**config.mk**
```make
export PLATFORM = sky130hd
export DESIGN_NAME = hello_world_top
export DESIGN_NICKNAME = d
export VERILOG_FILES = /design/src/source/axil_pkg.sv /design/src/source/hello_regs_pkg.sv /design/src/source/axil_if.sv /design/src/source/reg_access_if.sv /design/src/source/axil_reg_slice.sv /design/src/source/axil_reg_slave.sv /design/src/source/hello_reg_file.sv /design/src/source/hello_world_top.sv
export SDC_FILE = /design/constraint.sdc
export NUM_CORES = 1
export LEC_CHECK = 0
export ABC_AREA = 0
export BUFFER_PORTS_ARGS = -buffer_cell sky130_fd_sc_hd__buf_2
export CAP_MARGIN = 10
export CORE_ASPECT_RATIO = 0.9
export CORE_MARGIN = 4
export CORE_UTILIZATION = 58
export CTS_BUF_LIST = sky130_fd_sc_hd__clkbuf_8
export DETAILED_ROUTE_END_ITERATION = 10
export GPL_ROUTABILITY_DRIVEN = 0
export GPL_TIMING_DRIVEN = 0
export PLACE_DENSITY = 0.91
export SYNTH_ARGS = -nofsm -noshare
export SYNTH_HDL_FRONTEND = slang
export SYNTH_HIERARCHICAL = 1
export SYNTH_SLANG_ARGS = --single-unit
```
**constraint.sdc**
```tcl
create_clock -name clk_main_a0 -period 3.15 [get_ports clk_main_a0]
set_input_delay 0.1575 -clock clk_main_a0 [delete_from_list [all_inputs] [get_ports clk_main_a0]]
set_output_delay 0.1575 -clock clk_main_a0 [all_outputs]
set_load 0.02 [all_outputs]
```
**src/source/axil_pkg.sv**
```systemverilog
// AXI-Lite bus widths and response code enum
`default_nettype none

package axil_pkg;

  // Bus widths for the single-beat OCL port
  localparam int addr_width = 32;
  localparam int data_width = 32;

  // One strobe per data byte
  localparam int strb_width = data_width / 8;

  // Response codes on bresp and rresp
  // Only OKAY is ever issued by this design
  typedef enum logic [1:0] {
    OKAY   = 2'b00,
    EXOKAY = 2'b01,
    SLVERR = 2'b10,
    DECERR = 2'b11
  } resp_e;

endpackage

`default_nettype wire

```
**src/source/hello_regs_pkg.sv**
```systemverilog
// Register map, constant read values and slave FSM state enums
`default_nettype none

package hello_regs_pkg;

  // Register offsets within the OCL window
  localparam logic [axil_pkg::addr_width-1:0] hello_world_addr = 32'h0000_0500;
  localparam logic [axil_pkg::addr_width-1:0] vled_addr        = 32'h0000_0504;
  localparam logic [axil_pkg::addr_width-1:0] design_id_addr   = 32'h0000_0508;

  // Fixed read values
  localparam logic [axil_pkg::data_width-1:0] design_id_value     = 32'hF000_1D0F;
  localparam logic [axil_pkg::data_width-1:0] unimplemented_value = 32'hDEAD_DEAD;

  // Virtual LED and DIP switch count
  localparam int vled_width = 16;

  // Write path FSM
  typedef enum logic [1:0] {
    WR_IDLE,
    WR_DATA,
    WR_RESP
  } wr_state_e;

  // Read path FSM
  typedef enum logic [1:0] {
    RD_IDLE,
    RD_LOOKUP,
    RD_RESP
  } rd_state_e;

endpackage

`default_nettype wire

```
**src/source/axil_if.sv**
```systemverilog
// AXI-Lite interface with master and slave modports
`timescale 1ns/100ps
`default_nettype none

interface axil_if;

  // Write address channel
  logic                                awvalid;
  logic [axil_pkg::addr_width-1:0]     awaddr;
  logic                                awready;

  // Write data channel
  logic                                wvalid;
  logic [axil_pkg::data_width-1:0]     wdata;
  logic [axil_pkg::strb_width-1:0]     wstrb;
  logic                                wready;

  // Write response channel
  logic                                bvalid;
  axil_pkg::resp_e                     bresp;
  logic                                bready;

  // Read address channel
  logic                                arvalid;
  logic [axil_pkg::addr_width-1:0]     araddr;
  logic                                arready;

  // Read data channel
  logic                                rvalid;
  logic [axil_pkg::data_width-1:0]     rdata;
  axil_pkg::resp_e                     rresp;
  logic                                rready;

  // Initiator side
  modport master (
    output awvalid, awaddr, wvalid, wdata, wstrb, bready, arvalid, araddr, rready,
    input  awready, wready, bvalid, bresp, arready, rvalid, rdata, rresp
  );

  // Target side
  modport slave (
    input  awvalid, awaddr, wvalid, wdata, wstrb, bready, arvalid, araddr, rready,
    output awready, wready, bvalid, bresp, arready, rvalid, rdata, rresp
  );

endinterface

`default_nettype wire

```
**src/source/reg_access_if.sv**
```systemverilog
// Simple register access interface with requester and responder modports
`timescale 1ns/100ps
`default_nettype none

interface reg_access_if;

  // Write side, wr_en is a single-cycle pulse
  logic                                wr_en;
  logic [axil_pkg::addr_width-1:0]     wr_addr;
  logic [axil_pkg::data_width-1:0]     wr_data;
  logic [axil_pkg::strb_width-1:0]     wr_strb;

  // Read side, rd_data is combinational from rd_addr
  logic [axil_pkg::addr_width-1:0]     rd_addr;
  logic [axil_pkg::data_width-1:0]     rd_data;

  modport requester (
    output wr_en, wr_addr, wr_data, wr_strb, rd_addr,
    input  rd_data
  );

  modport responder (
    input  wr_en, wr_addr, wr_data, wr_strb, rd_addr,
    output rd_data
  );

endinterface

`default_nettype wire

```
**src/source/axil_reg_slice.sv**
```systemverilog
// One-entry AXI-Lite register slice on all five channels
`timescale 1ns/100ps
`default_nettype none

module axil_reg_slice (
  input  logic   clk_main_a0,
  input  logic   rst_main_n_sync,
  axil_if.slave  up,
  axil_if.master down
);

  // Stage occupancy flags
  logic aw_full;
  logic w_full;
  logic b_full;
  logic ar_full;
  logic r_full;

  // Stored beats
  logic [axil_pkg::addr_width-1:0] aw_addr_q;
  logic [axil_pkg::data_width-1:0] w_data_q;
  logic [axil_pkg::strb_width-1:0] w_strb_q;
  axil_pkg::resp_e                 b_resp_q;
  logic [axil_pkg::addr_width-1:0] ar_addr_q;
  logic [axil_pkg::data_width-1:0] r_data_q;
  axil_pkg::resp_e                 r_resp_q;

  // Beat accepted into each stage this cycle
  logic aw_in;
  logic w_in;
  logic b_in;
  logic ar_in;
  logic r_in;

  // ----------------------------------------------------------
  // Ready when empty or when the held beat leaves this edge
  // ----------------------------------------------------------
  assign up.awready  = !aw_full || down.awready;
  assign up.wready   = !w_full  || down.wready;
  assign down.bready = !b_full  || up.bready;
  assign up.arready  = !ar_full || down.arready;
  assign down.rready = !r_full  || up.rready;

  assign aw_in = up.awvalid  && up.awready;
  assign w_in  = up.wvalid   && up.wready;
  assign b_in  = down.bvalid && down.bready;
  assign ar_in = up.arvalid  && up.arready;
  assign r_in  = down.rvalid && down.rready;

  // Request channels toward the slave
  assign down.awvalid = aw_full;
  assign down.awaddr  = aw_addr_q;
  assign down.wvalid  = w_full;
  assign down.wdata   = w_data_q;
  assign down.wstrb   = w_strb_q;
  assign down.arvalid = ar_full;
  assign down.araddr  = ar_addr_q;

  // Response channels back toward the host
  assign up.bvalid = b_full;
  assign up.bresp  = b_resp_q;
  assign up.rvalid = r_full;
  assign up.rdata  = r_data_q;
  assign up.rresp  = r_resp_q;

  // ----------------------------------------------------------
  // Occupancy, a new beat wins over a departing one
  // ----------------------------------------------------------
  always_ff @(posedge clk_main_a0) begin
    if (!rst_main_n_sync) begin
      aw_full <= 1'b0;
      w_full  <= 1'b0;
      b_full  <= 1'b0;
      ar_full <= 1'b0;
      r_full  <= 1'b0;
    end else begin
      if (aw_in) begin
        aw_full <= 1'b1;
      end else if (down.awready) begin
        aw_full <= 1'b0;
      end
      if (w_in) begin
        w_full <= 1'b1;
      end else if (down.wready) begin
        w_full <= 1'b0;
      end
      if (b_in) begin
        b_full <= 1'b1;
      end else if (up.bready) begin
        b_full <= 1'b0;
      end
      if (ar_in) begin
        ar_full <= 1'b1;
      end else if (down.arready) begin
        ar_full <= 1'b0;
      end
      if (r_in) begin
        r_full <= 1'b1;
      end else if (up.rready) begin
        r_full <= 1'b0;
      end
    end
  end

  // Payload capture on acceptance only
  always_ff @(posedge clk_main_a0) begin
    if (aw_in) begin
      aw_addr_q <= up.awaddr;
    end
    if (w_in) begin
      w_data_q <= up.wdata;
      w_strb_q <= up.wstrb;
    end
    if (b_in) begin
      b_resp_q <= down.bresp;
    end
    if (ar_in) begin
      ar_addr_q <= up.araddr;
    end
    if (r_in) begin
      r_data_q <= down.rdata;
      r_resp_q <= down.rresp;
    end
  end

endmodule

`default_nettype wire

```
**src/source/axil_reg_slave.sv**
```systemverilog
// AXI-Lite slave with independent write and read FSMs driving register accesses
`timescale 1ns/100ps
`default_nettype none

module axil_reg_slave (
  input  logic            clk_main_a0,
  input  logic            rst_main_n_sync,
  axil_if.slave           axil,
  reg_access_if.requester regs
);

  hello_regs_pkg::wr_state_e wr_state_q;
  hello_regs_pkg::rd_state_e rd_state_q;

  // Latched addresses and read data
  logic [axil_pkg::addr_width-1:0] wr_addr_q;
  logic [axil_pkg::addr_width-1:0] rd_addr_q;
  logic [axil_pkg::data_width-1:0] rdata_q;

  // ----------------------------------------------------------
  // Write path
  // ----------------------------------------------------------
  assign axil.awready = (wr_state_q == hello_regs_pkg::WR_IDLE);
  assign axil.wready  = (wr_state_q == hello_regs_pkg::WR_DATA) && axil.wvalid;
  assign axil.bvalid  = (wr_state_q == hello_regs_pkg::WR_RESP);
  assign axil.bresp   = axil_pkg::OKAY;

  // Register write fires with the w transfer
  assign regs.wr_en   = axil.wready;
  assign regs.wr_addr = wr_addr_q;
  assign regs.wr_data = axil.wdata;
  assign regs.wr_strb = axil.wstrb;

  always_ff @(posedge clk_main_a0) begin
    if (!rst_main_n_sync) begin
      wr_state_q <= hello_regs_pkg::WR_IDLE;
    end else begin
      case (wr_state_q)
        hello_regs_pkg::WR_IDLE: begin
          if (axil.awvalid) begin
            wr_state_q <= hello_regs_pkg::WR_DATA;
          end
        end
        hello_regs_pkg::WR_DATA: begin
          if (axil.wvalid) begin
            wr_state_q <= hello_regs_pkg::WR_RESP;
          end
        end
        hello_regs_pkg::WR_RESP: begin
          if (axil.bready) begin
            wr_state_q <= hello_regs_pkg::WR_IDLE;
          end
        end
        default: wr_state_q <= hello_regs_pkg::WR_IDLE;
      endcase
    end
  end

  // ----------------------------------------------------------
  // Read path
  // ----------------------------------------------------------
  assign axil.arready = (rd_state_q == hello_regs_pkg::RD_IDLE);
  assign axil.rvalid  = (rd_state_q == hello_regs_pkg::RD_RESP);
  assign axil.rdata   = rdata_q;
  assign axil.rresp   = axil_pkg::OKAY;
  assign regs.rd_addr = rd_addr_q;

  always_ff @(posedge clk_main_a0) begin
    if (!rst_main_n_sync) begin
      rd_state_q <= hello_regs_pkg::RD_IDLE;
    end else begin
      case (rd_state_q)
        hello_regs_pkg::RD_IDLE: begin
          if (axil.arvalid) begin
            rd_state_q <= hello_regs_pkg::RD_LOOKUP;
          end
        end
        // Single lookup cycle
        hello_regs_pkg::RD_LOOKUP: rd_state_q <= hello_regs_pkg::RD_RESP;
        hello_regs_pkg::RD_RESP: begin
          if (axil.rready) begin
            rd_state_q <= hello_regs_pkg::RD_IDLE;
          end
        end
        default: rd_state_q <= hello_regs_pkg::RD_IDLE;
      endcase
    end
  end

  // Address latches and read data capture
  always_ff @(posedge clk_main_a0) begin
    if (axil.awvalid && axil.awready) begin
      wr_addr_q <= axil.awaddr;
    end
    if (axil.arvalid && axil.arready) begin
      rd_addr_q <= axil.araddr;
    end
    if (rd_state_q == hello_regs_pkg::RD_LOOKUP) begin
      rdata_q <= regs.rd_data;
    end
  end

endmodule

`default_nettype wire

```
**src/source/hello_reg_file.sv**
```systemverilog
// Scratch, virtual LED and ID registers with read decode and LED masking
`timescale 1ns/100ps
`default_nettype none

module hello_reg_file (
  input  logic                                  clk_main_a0,
  input  logic                                  rst_main_n_sync,
  reg_access_if.responder                       regs,
  input  logic [hello_regs_pkg::vled_width-1:0] status_vdip,
  output logic [hello_regs_pkg::vled_width-1:0] status_vled
);

  logic [axil_pkg::data_width-1:0]     scratch_q;
  logic [axil_pkg::data_width-1:0]     scratch_swapped;
  logic [hello_regs_pkg::vled_width-1:0] vled_q;
  logic                                scratch_wr;

  // ----------------------------------------------------------
  // Scratch word
  // ----------------------------------------------------------
  assign scratch_wr = regs.wr_en && (regs.wr_addr == hello_regs_pkg::hello_world_addr);

  // Byte-wise update under strobes
  always_ff @(posedge clk_main_a0) begin
    if (!rst_main_n_sync) begin
      scratch_q <= '0;
    end else if (scratch_wr) begin
      for (int i = 0; i < axil_pkg::strb_width; i++) begin
        if (regs.wr_strb[i]) begin
          scratch_q[8*i +: 8] <= regs.wr_data[8*i +: 8];
        end
      end
    end
  end

  // Reads come back byte-reversed
  assign scratch_swapped = {scratch_q[7:0], scratch_q[15:8], scratch_q[23:16], scratch_q[31:24]};

  // LED shadow, one edge behind scratch
  always_ff @(posedge clk_main_a0) begin
    if (!rst_main_n_sync) begin
      vled_q <= '0;
    end else begin
      vled_q <= scratch_q[hello_regs_pkg::vled_width-1:0];
    end
  end

  // DIP switches gate the LEDs
  assign status_vled = vled_q & status_vdip;

  // ----------------------------------------------------------
  // Read decode
  // ----------------------------------------------------------
  always_comb begin
    case (regs.rd_addr)
      hello_regs_pkg::hello_world_addr: regs.rd_data = scratch_swapped;
      hello_regs_pkg::vled_addr: begin
        regs.rd_data = {{(axil_pkg::data_width - hello_regs_pkg::vled_width){1'b0}}, vled_q};
      end
      hello_regs_pkg::design_id_addr: regs.rd_data = hello_regs_pkg::design_id_value;
      default: regs.rd_data = hello_regs_pkg::unimplemented_value;
    endcase
  end

endmodule

`default_nettype wire

```
**src/source/hello_world_top.sv**
```systemverilog
// Top level with OCL AXI-Lite ports, register slice, slave and register file
`timescale 1ns/100ps
`default_nettype none

module hello_world_top (
  input  logic                                  clk_main_a0,
  input  logic                                  rst_main_n_sync,
  // AXI-Lite slave port
  input  logic                                  ocl_awvalid,
  input  logic [axil_pkg::addr_width-1:0]       ocl_awaddr,
  output logic                                  ocl_awready,
  input  logic                                  ocl_wvalid,
  input  logic [axil_pkg::data_width-1:0]       ocl_wdata,
  input  logic [axil_pkg::strb_width-1:0]       ocl_wstrb,
  output logic                                  ocl_wready,
  output logic                                  ocl_bvalid,
  output logic [1:0]                            ocl_bresp,
  input  logic                                  ocl_bready,
  input  logic                                  ocl_arvalid,
  input  logic [axil_pkg::addr_width-1:0]       ocl_araddr,
  output logic                                  ocl_arready,
  output logic                                  ocl_rvalid,
  output logic [axil_pkg::data_width-1:0]       ocl_rdata,
  output logic [1:0]                            ocl_rresp,
  input  logic                                  ocl_rready,
  // Virtual switches and LEDs
  input  logic [hello_regs_pkg::vled_width-1:0] status_vdip,
  output logic [hello_regs_pkg::vled_width-1:0] status_vled
);

  axil_if       slice_in ();
  axil_if       slice_out ();
  reg_access_if reg_bus ();

  // Host side of the slice
  assign slice_in.awvalid = ocl_awvalid;
  assign slice_in.awaddr  = ocl_awaddr;
  assign slice_in.wvalid  = ocl_wvalid;
  assign slice_in.wdata   = ocl_wdata;
  assign slice_in.wstrb   = ocl_wstrb;
  assign slice_in.bready  = ocl_bready;
  assign slice_in.arvalid = ocl_arvalid;
  assign slice_in.araddr  = ocl_araddr;
  assign slice_in.rready  = ocl_rready;
  assign ocl_awready      = slice_in.awready;
  assign ocl_wready       = slice_in.wready;
  assign ocl_bvalid       = slice_in.bvalid;
  assign ocl_bresp        = slice_in.bresp;
  assign ocl_arready      = slice_in.arready;
  assign ocl_rvalid       = slice_in.rvalid;
  assign ocl_rdata        = slice_in.rdata;
  assign ocl_rresp        = slice_in.rresp;

  // Retiming stage on every channel
  axil_reg_slice u_slice (
    .clk_main_a0     (clk_main_a0),
    .rst_main_n_sync (rst_main_n_sync),
    .up              (slice_in.slave),
    .down            (slice_out.master)
  );

  axil_reg_slave u_slave (
    .clk_main_a0     (clk_main_a0),
    .rst_main_n_sync (rst_main_n_sync),
    .axil            (slice_out.slave),
    .regs            (reg_bus.requester)
  );

  hello_reg_file u_reg_file (
    .clk_main_a0     (clk_main_a0),
    .rst_main_n_sync (rst_main_n_sync),
    .regs            (reg_bus.responder),
    .status_vdip     (status_vdip),
    .status_vled     (status_vled)
  );

endmodule

`default_nettype wire

```
Word-level counts from Yosys, hierarchy flattened
Cells that the tools add are included.
{ "classes": {"eq_ne": 13, "muxes": 18, "n_bitwise": 1, "n_reduce_logical": 32} }
{ "ops": {"columns": ["operator", "count"], "rows": [
  ["== test 32 x 11 -> 1 bit, second input constant", 4],
  ["one-hot mux 32 bit (3 select lines)", 1],
  ["AND 16 bit", 1],
  ["one-hot mux 2 bit (3 select lines)", 2],
  ["2-to-1 mux 1 bit", 10],
  ["2-to-1 mux 2 bit", 5],
  ["AND reduction 2 bit", 5],
  ["nonzero test 2 bit", 5],
  ["logical AND 1 bit", 9],
  ["!= test 2 bit, second input constant", 3],
  ["logical NOT 1 bit", 5],
  ["logical OR 1 bit", 5],
  ["== test 2 x 1 -> 1 bit, second input constant", 2],
  ["== test 2 bit, second input constant", 2],
  ["logical NOT 2 bit", 2],
  ["!= test 2 x 1 -> 1 bit, second input constant", 2],
  ["AND reduction 3 bit", 1]
]} }
{ "totals": {"reg_bits": 285, "inputBits": 123, "output_inout_bits": 57, "wordCells": 84} }

Logic depth before layout (Yosys ltp)
{ "logic_depth": {"depth_word": 5, "depth_mapped": 6, "mapped_depth_nobuf": 5} }

By module
Netlist, hierarchy kept.
{ "by_module_without_submodules": {"columns": ["module", "n_inst", "cells_each", "area_per_inst_um2", "seq_area_each_um2"], "rows": [
  ["axil_reg_slice", 1, 161, 4371.7, 4184.0],
  ["axil_reg_slave", 1, 159, 3390.8, 2962.8],
  ["hello_reg_file", 1, 284, 2484.9, 960.9]
]} }

Least setup slack after synthesis
No wires, ideal clock.
{ "synth_timing": {"path_type": "reg-to-reg", "startpoint": "register u_slave.rd_state_q[0]", "endpoint": "register u_slave.rdata_q (netlist bit u_slave/axil.rdata[0]) (enable)", "setup_time_ns": 0.426, "t_arrival_ns": 1.881, "required_ns": 2.724, "slack_ns": 0.842, "stages_incl_launch_ff": 2, "n_path_buf": 0, "period_less_slack_ns": 2.308, "path_cell_list": "dfxtp_1 -> nor2b_1"} }
{ "synth_via": {"elab_chain_len": 1} }
{ "synth_rtl": {"columns": ["item", "line", "text"], "rows": [
  ["start: declaration", "axil_reg_slave.sv:13", "hello_regs_pkg::rd_state_e rd_state_q;"],
  ["start signal: assignment", "axil_reg_slave.sv:70", "rd_state_q <= hello_regs_pkg::RD_IDLE;"],
  ["start signal: assignment", "axil_reg_slave.sv:75", "rd_state_q <= hello_regs_pkg::RD_LOOKUP;"],
  ["start signal: assignment", "axil_reg_slave.sv:79", "hello_regs_pkg::RD_LOOKUP: rd_state_q <= hello_regs_pkg::RD_RESP;"],
  ["== test 2 x 1 -> 1 bit", "axil_reg_slave.sv:98", "if (rd_state_q == hello_regs_pkg::RD_LOOKUP) begin"],
  ["end signal: assignment", "axil_reg_slave.sv:99", "rdata_q <= regs.rd_data;"],
  ["end: declaration", "axil_reg_slave.sv:18", "logic [axil_pkg::data_width-1:0] rdata_q;"]
]} }
No other way between the ends.
A chain may end at the register's enable or synchronous reset.

Final worst setup path
{ "layout_timing": {"startpoint": "register u_slave.wr_state_q[0]", "endpoint": "register u_reg_file/scratch_q[25] in the netlist's numbering"} }
{ "layout_via": {"elab_chain_len": 4} }
{ "layout_rtl": {"columns": ["item", "line", "text"], "rows": [
  ["start: declaration", "axil_reg_slave.sv:12", "hello_regs_pkg::wr_state_e wr_state_q;"],
  ["start signal: assignment", "axil_reg_slave.sv:36", "wr_state_q <= hello_regs_pkg::WR_IDLE;"],
  ["start signal: assignment", "axil_reg_slave.sv:41", "wr_state_q <= hello_regs_pkg::WR_DATA;"],
  ["start signal: assignment", "axil_reg_slave.sv:46", "wr_state_q <= hello_regs_pkg::WR_RESP;"],
  ["== test 2 x 1 -> 1 bit", "axil_reg_slave.sv:24", "assign axil.wready = (wr_state_q == hello_regs_pkg::WR_DATA) && axil.wvalid;"],
  ["logical AND 1 bit", "axil_reg_slave.sv:24", null],
  ["via slice_out.wready", "axil_if.sv:16", "logic wready;"],
  ["logical AND 1 bit", "hello_reg_file.sv:21", "assign scratch_wr = regs.wr_en && (regs.wr_addr == hello_regs_pkg::hello_world_addr);"],
  ["AND reduction 2 bit (no source line)", null, null],
  ["end signal: indexed assignment", "hello_reg_file.sv:30", "scratch_q[8*i +: 8] <= regs.wr_data[8*i +: 8];"],
  ["end: declaration", "hello_reg_file.sv:13", "logic [axil_pkg::data_width-1:0] scratch_q;"]
]} }
The timed path passes the listed nets, and every way through them passes these cells.

==> flow_metrics.env <==
export IMPL_synth_cell_types=39
export IMPL_run_status="complete, no violations"
export IMPL_drtPass1Iterations=5
export IMPL_hold_ws_ns=0.322
export IMPL_critPathMaxStageDelay_ns=0.69
export IMPL_layout_min_cycle_time_ns=2.70
export IMPL_fmax_ghz=0.371
export IMPL_flip_flop_and_latch_count_after_synthesis=289
export IMPL_max_slew_worst_pin_slew_ns=0.859
export IMPL_detailedRoute_firstIterationViolations=720
export IMPL_hp_class="in2reg"
export IMPL_clock_tree_htree_level_count=2
export IMPL_max_cap_viol_count=0
export IMPL_power_per_cell_area_nw_per_um2=569
export IMPL_criticalPathCategory="reg2reg"
export IMPL_number_of_filler_cells_placed_in_the_layout=877
export IMPL_dr_total_vias=6122
export IMPL_synth_top_cell_by_area="edfxtp_1"
export IMPL_io_buffers=179
export IMPL_tritoncts="yes"
export IMPL_ctsResizeCount=0
export IMPL_finalSetupTns_ns=0
export IMPL_crit_reg2reg_launch="u_slave/wr_state_q[0]"
export IMPL_cts_hold_fix_buffers=111
export IMPL_wire_length_of_the_first_global_routing_pass_um=36500
export IMPL_wirelength_um=23700
export IMPL_max_vdd_ir_drop_mv=0.386
export IMPL_path_buf_inv=1
export IMPL_multi_input_area_sq_um=1700
export IMPL_register_area_sq_um=8110
export IMPL_route_detailed_wl_per_inst_um=19.5
export IMPL_period_share=0.856
export IMPL_postPlaceCellArea_sq_um=11500
export IMPL_layout_commonest_cell="edfxtp_1"
export IMPL_floorplan_die_area_sq_um=19900
export IMPL_post_route_cells_drive_above_1_share=0.314
export IMPL_final_non_filler_cell_area_sq_um=13400
export IMPL_clk_path_buf_depth=3
export IMPL_cts_root_buf="clkbuf_8"
export IMPL_max_slew_violation_total_from_the_final_report=0
export IMPL_syn_area_per_cell_sq_um=17.0
export IMPL_io_pins=180
export IMPL_synth_cell_area_sq_um=10200
export IMPL_p_leak_nw=5.24
export IMPL_final_hold_violating_endpoints=0
export IMPL_crit_required_ns=3.59
export IMPL_crit_family="simple AND/OR/NAND/NOR gates"
export IMPL_gr_usage_all_layers=0.242
export IMPL_hold_end="u_slice/down.awaddr[27]"
export IMPL_regToRegEndpoint="u_reg_file/scratch_q[25]"
export IMPL_reg2reg_slack_ns=0.45
export IMPL_clk_pin_slew_ns=0.07
export IMPL_number_of_synthesized_flops_with_an_enable_pin=232
export IMPL_initial_core_util=0.599
export IMPL_crit_fanout=8
export IMPL_hold_depth=2
export IMPL_pin_count_of_the_biggest_net_entering_global_routing=37
export IMPL_vias_per_cell=5.03
export IMPL_coreArea_sq_um=17100
export IMPL_cts_post_setup_buffers_inserted=0
export IMPL_fin_cells=1217
export IMPL_die_height_um=134
export IMPL_max_slew_margin=0.426
export IMPL_grt_overflow_total=0
export IMPL_synth_top_area_share=0.680
export IMPL_clock_skew_ns=0.0222
export IMPL_number_of_clock_sinks=289
export IMPL_cts_made_buffers=44
export IMPL_layout_common_cells="232 x edfxtp_1, 179 x buf_2, 111 x dlygate4sd3_1"
export IMPL_cp_end_kind="register"
export IMPL_layout_nets=1067
export IMPL_yosys_top_cells_area="edfxtp_1 68%, dfxtp_1 11%, mux2i_1 4.2%"
export IMPL_clk_latency_worst_skew_pair_ns=0.54
export IMPL_setup_violating_endpoint_count_in_the_final_report=0
export IMPL_die_w_um=148
export IMPL_grt_setup_unrepaired="false"
export IMPL_timing_reg2reg_worst_path_depth=6
export IMPL_flow_area_growth_from_synthesis_pct=30.9
export IMPL_place_hpwl_um=12800
export IMPL_synth_sequential_area_ratio=0.791
export IMPL_dp_cells=1022
export IMPL_postSynth_asyncResetShare=0
export IMPL_row_count=45
export IMPL_netlist_instances=604
export IMPL_final_antenna_violating_net_count=0
export IMPL_launch_point_of_the_worst_hold_path="ocl_awaddr[27]"
export IMPL_drc_markers=0
export IMPL_timing_critical_path_arrival_ns=3.13
export IMPL_cp_start_kind="register"
export IMPL_postSynth_topFlopCell="edfxtp_1"
export IMPL_synth_warnings=6
export IMPL_grt_antenna_before_repair=1
export IMPL_vias_in_the_first_global_route=6635
export IMPL_cpMaxStageDelayCell="nor4_4"
export IMPL_series_of_cell_instances_along_the_critical_path="and3b_1, buf_4, nor4b_1, nand4_2, nor4_4, mux2i_1"
[logic make-up after synthesis]
family,Yosys count,share of synthesized area
buffers and inverters,82,0.0451
muxes,43,0.0420
and+or+nand+nor,156,0.0972
other,1,0.000366
AOI/OAI and AO/OA,33,0.0242
DFF,289,0.791
[Yosys cell counts, types with 8 or more instances]
library cell	count
mux2i_1	43
dfxtp_1	57
clkbuf_1	11
nand2_1	70
o21ai_0	8
buf_4	41
and2_1	18
edfxtp_1	232
nor3b_1	8
inv_1	28
nor2_1	11
a21o_1	8
[registers in the layout (all words and copies together) (netlist names), 4 cells and up]
signal	flops
u_reg_file/scratch_q	32
u_slave/axil.rdata	32
u_slave/regs.rd_addr	32
u_slave/regs.wr_addr	32
u_slice/down.araddr	32
u_slice/down.awaddr	32
u_slice/down.wdata	32
u_slice/up.rdata	32
u_reg_file/vled_q	16
u_slice/down.wstrb	4
[how the worst max path moves through the flow]
stage,depth (start not counted),end,start
after floorplan,1,u_slave/axil.rdata[0],u_slave/rd_state_q[0]
after global placement,1,u_slave/axil.rdata[29],u_slave/rd_state_q[0]
after detailed placement,6,u_reg_file/scratch_q[9],u_slave/wr_state_q[0]
after CTS,6,u_reg_file/scratch_q[25],u_slave/wr_state_q[0]
after global routing,6,u_reg_file/scratch_q[27],u_slave/wr_state_q[0]
final,6,u_reg_file/scratch_q[25],u_slave/wr_state_q[0]
[layer usage]
layer	global-route usage	wire, um	up-vias	share of wire
met4	0.100	814	0	0.034
met2	0.430	12300	314	0.52
met3	0.0561	1560	55	0.066
met5	0	0	-	0
met1	0.285	8990	2918	0.38
li1	-	-	2835	-
[per-stage QoR]
step	setup slack, ns	total power, mW	util
2_1_floorplan	0.842	4.55	-
3_3_place_gp	0.388	4.66	0.669
3_5_place_dp	0.693	4.69	0.671
4_1_cts	0.567	7.58	0.783
5_1_grt	0.289	7.91	0.784
6_report	0.453	7.63	0.784
[where the power goes]
group	switching (mW)	internal [mW]
Clock	1.42	1.47
Combinational	0.191	0.215
Sequential	0.0560	4.28
[layout make-up]
| class | instances | area share |
|---|---|---|
| multi-input cells | 236 | 0.127 |
| well taps | 235 | 0.0219 |
| flip-flops and latches | 289 | 0.604 |
| clock inverters | 35 | 0.0130 |
| inverters | 28 | 0.00783 |
| diodes | 2 | 0.000373 |
| clock buffers | 47 | 0.0482 |
| repair buffers | 291 | 0.151 |
| plain buffers | 54 | 0.0266 |
Power figures use the tool's default switching activity.
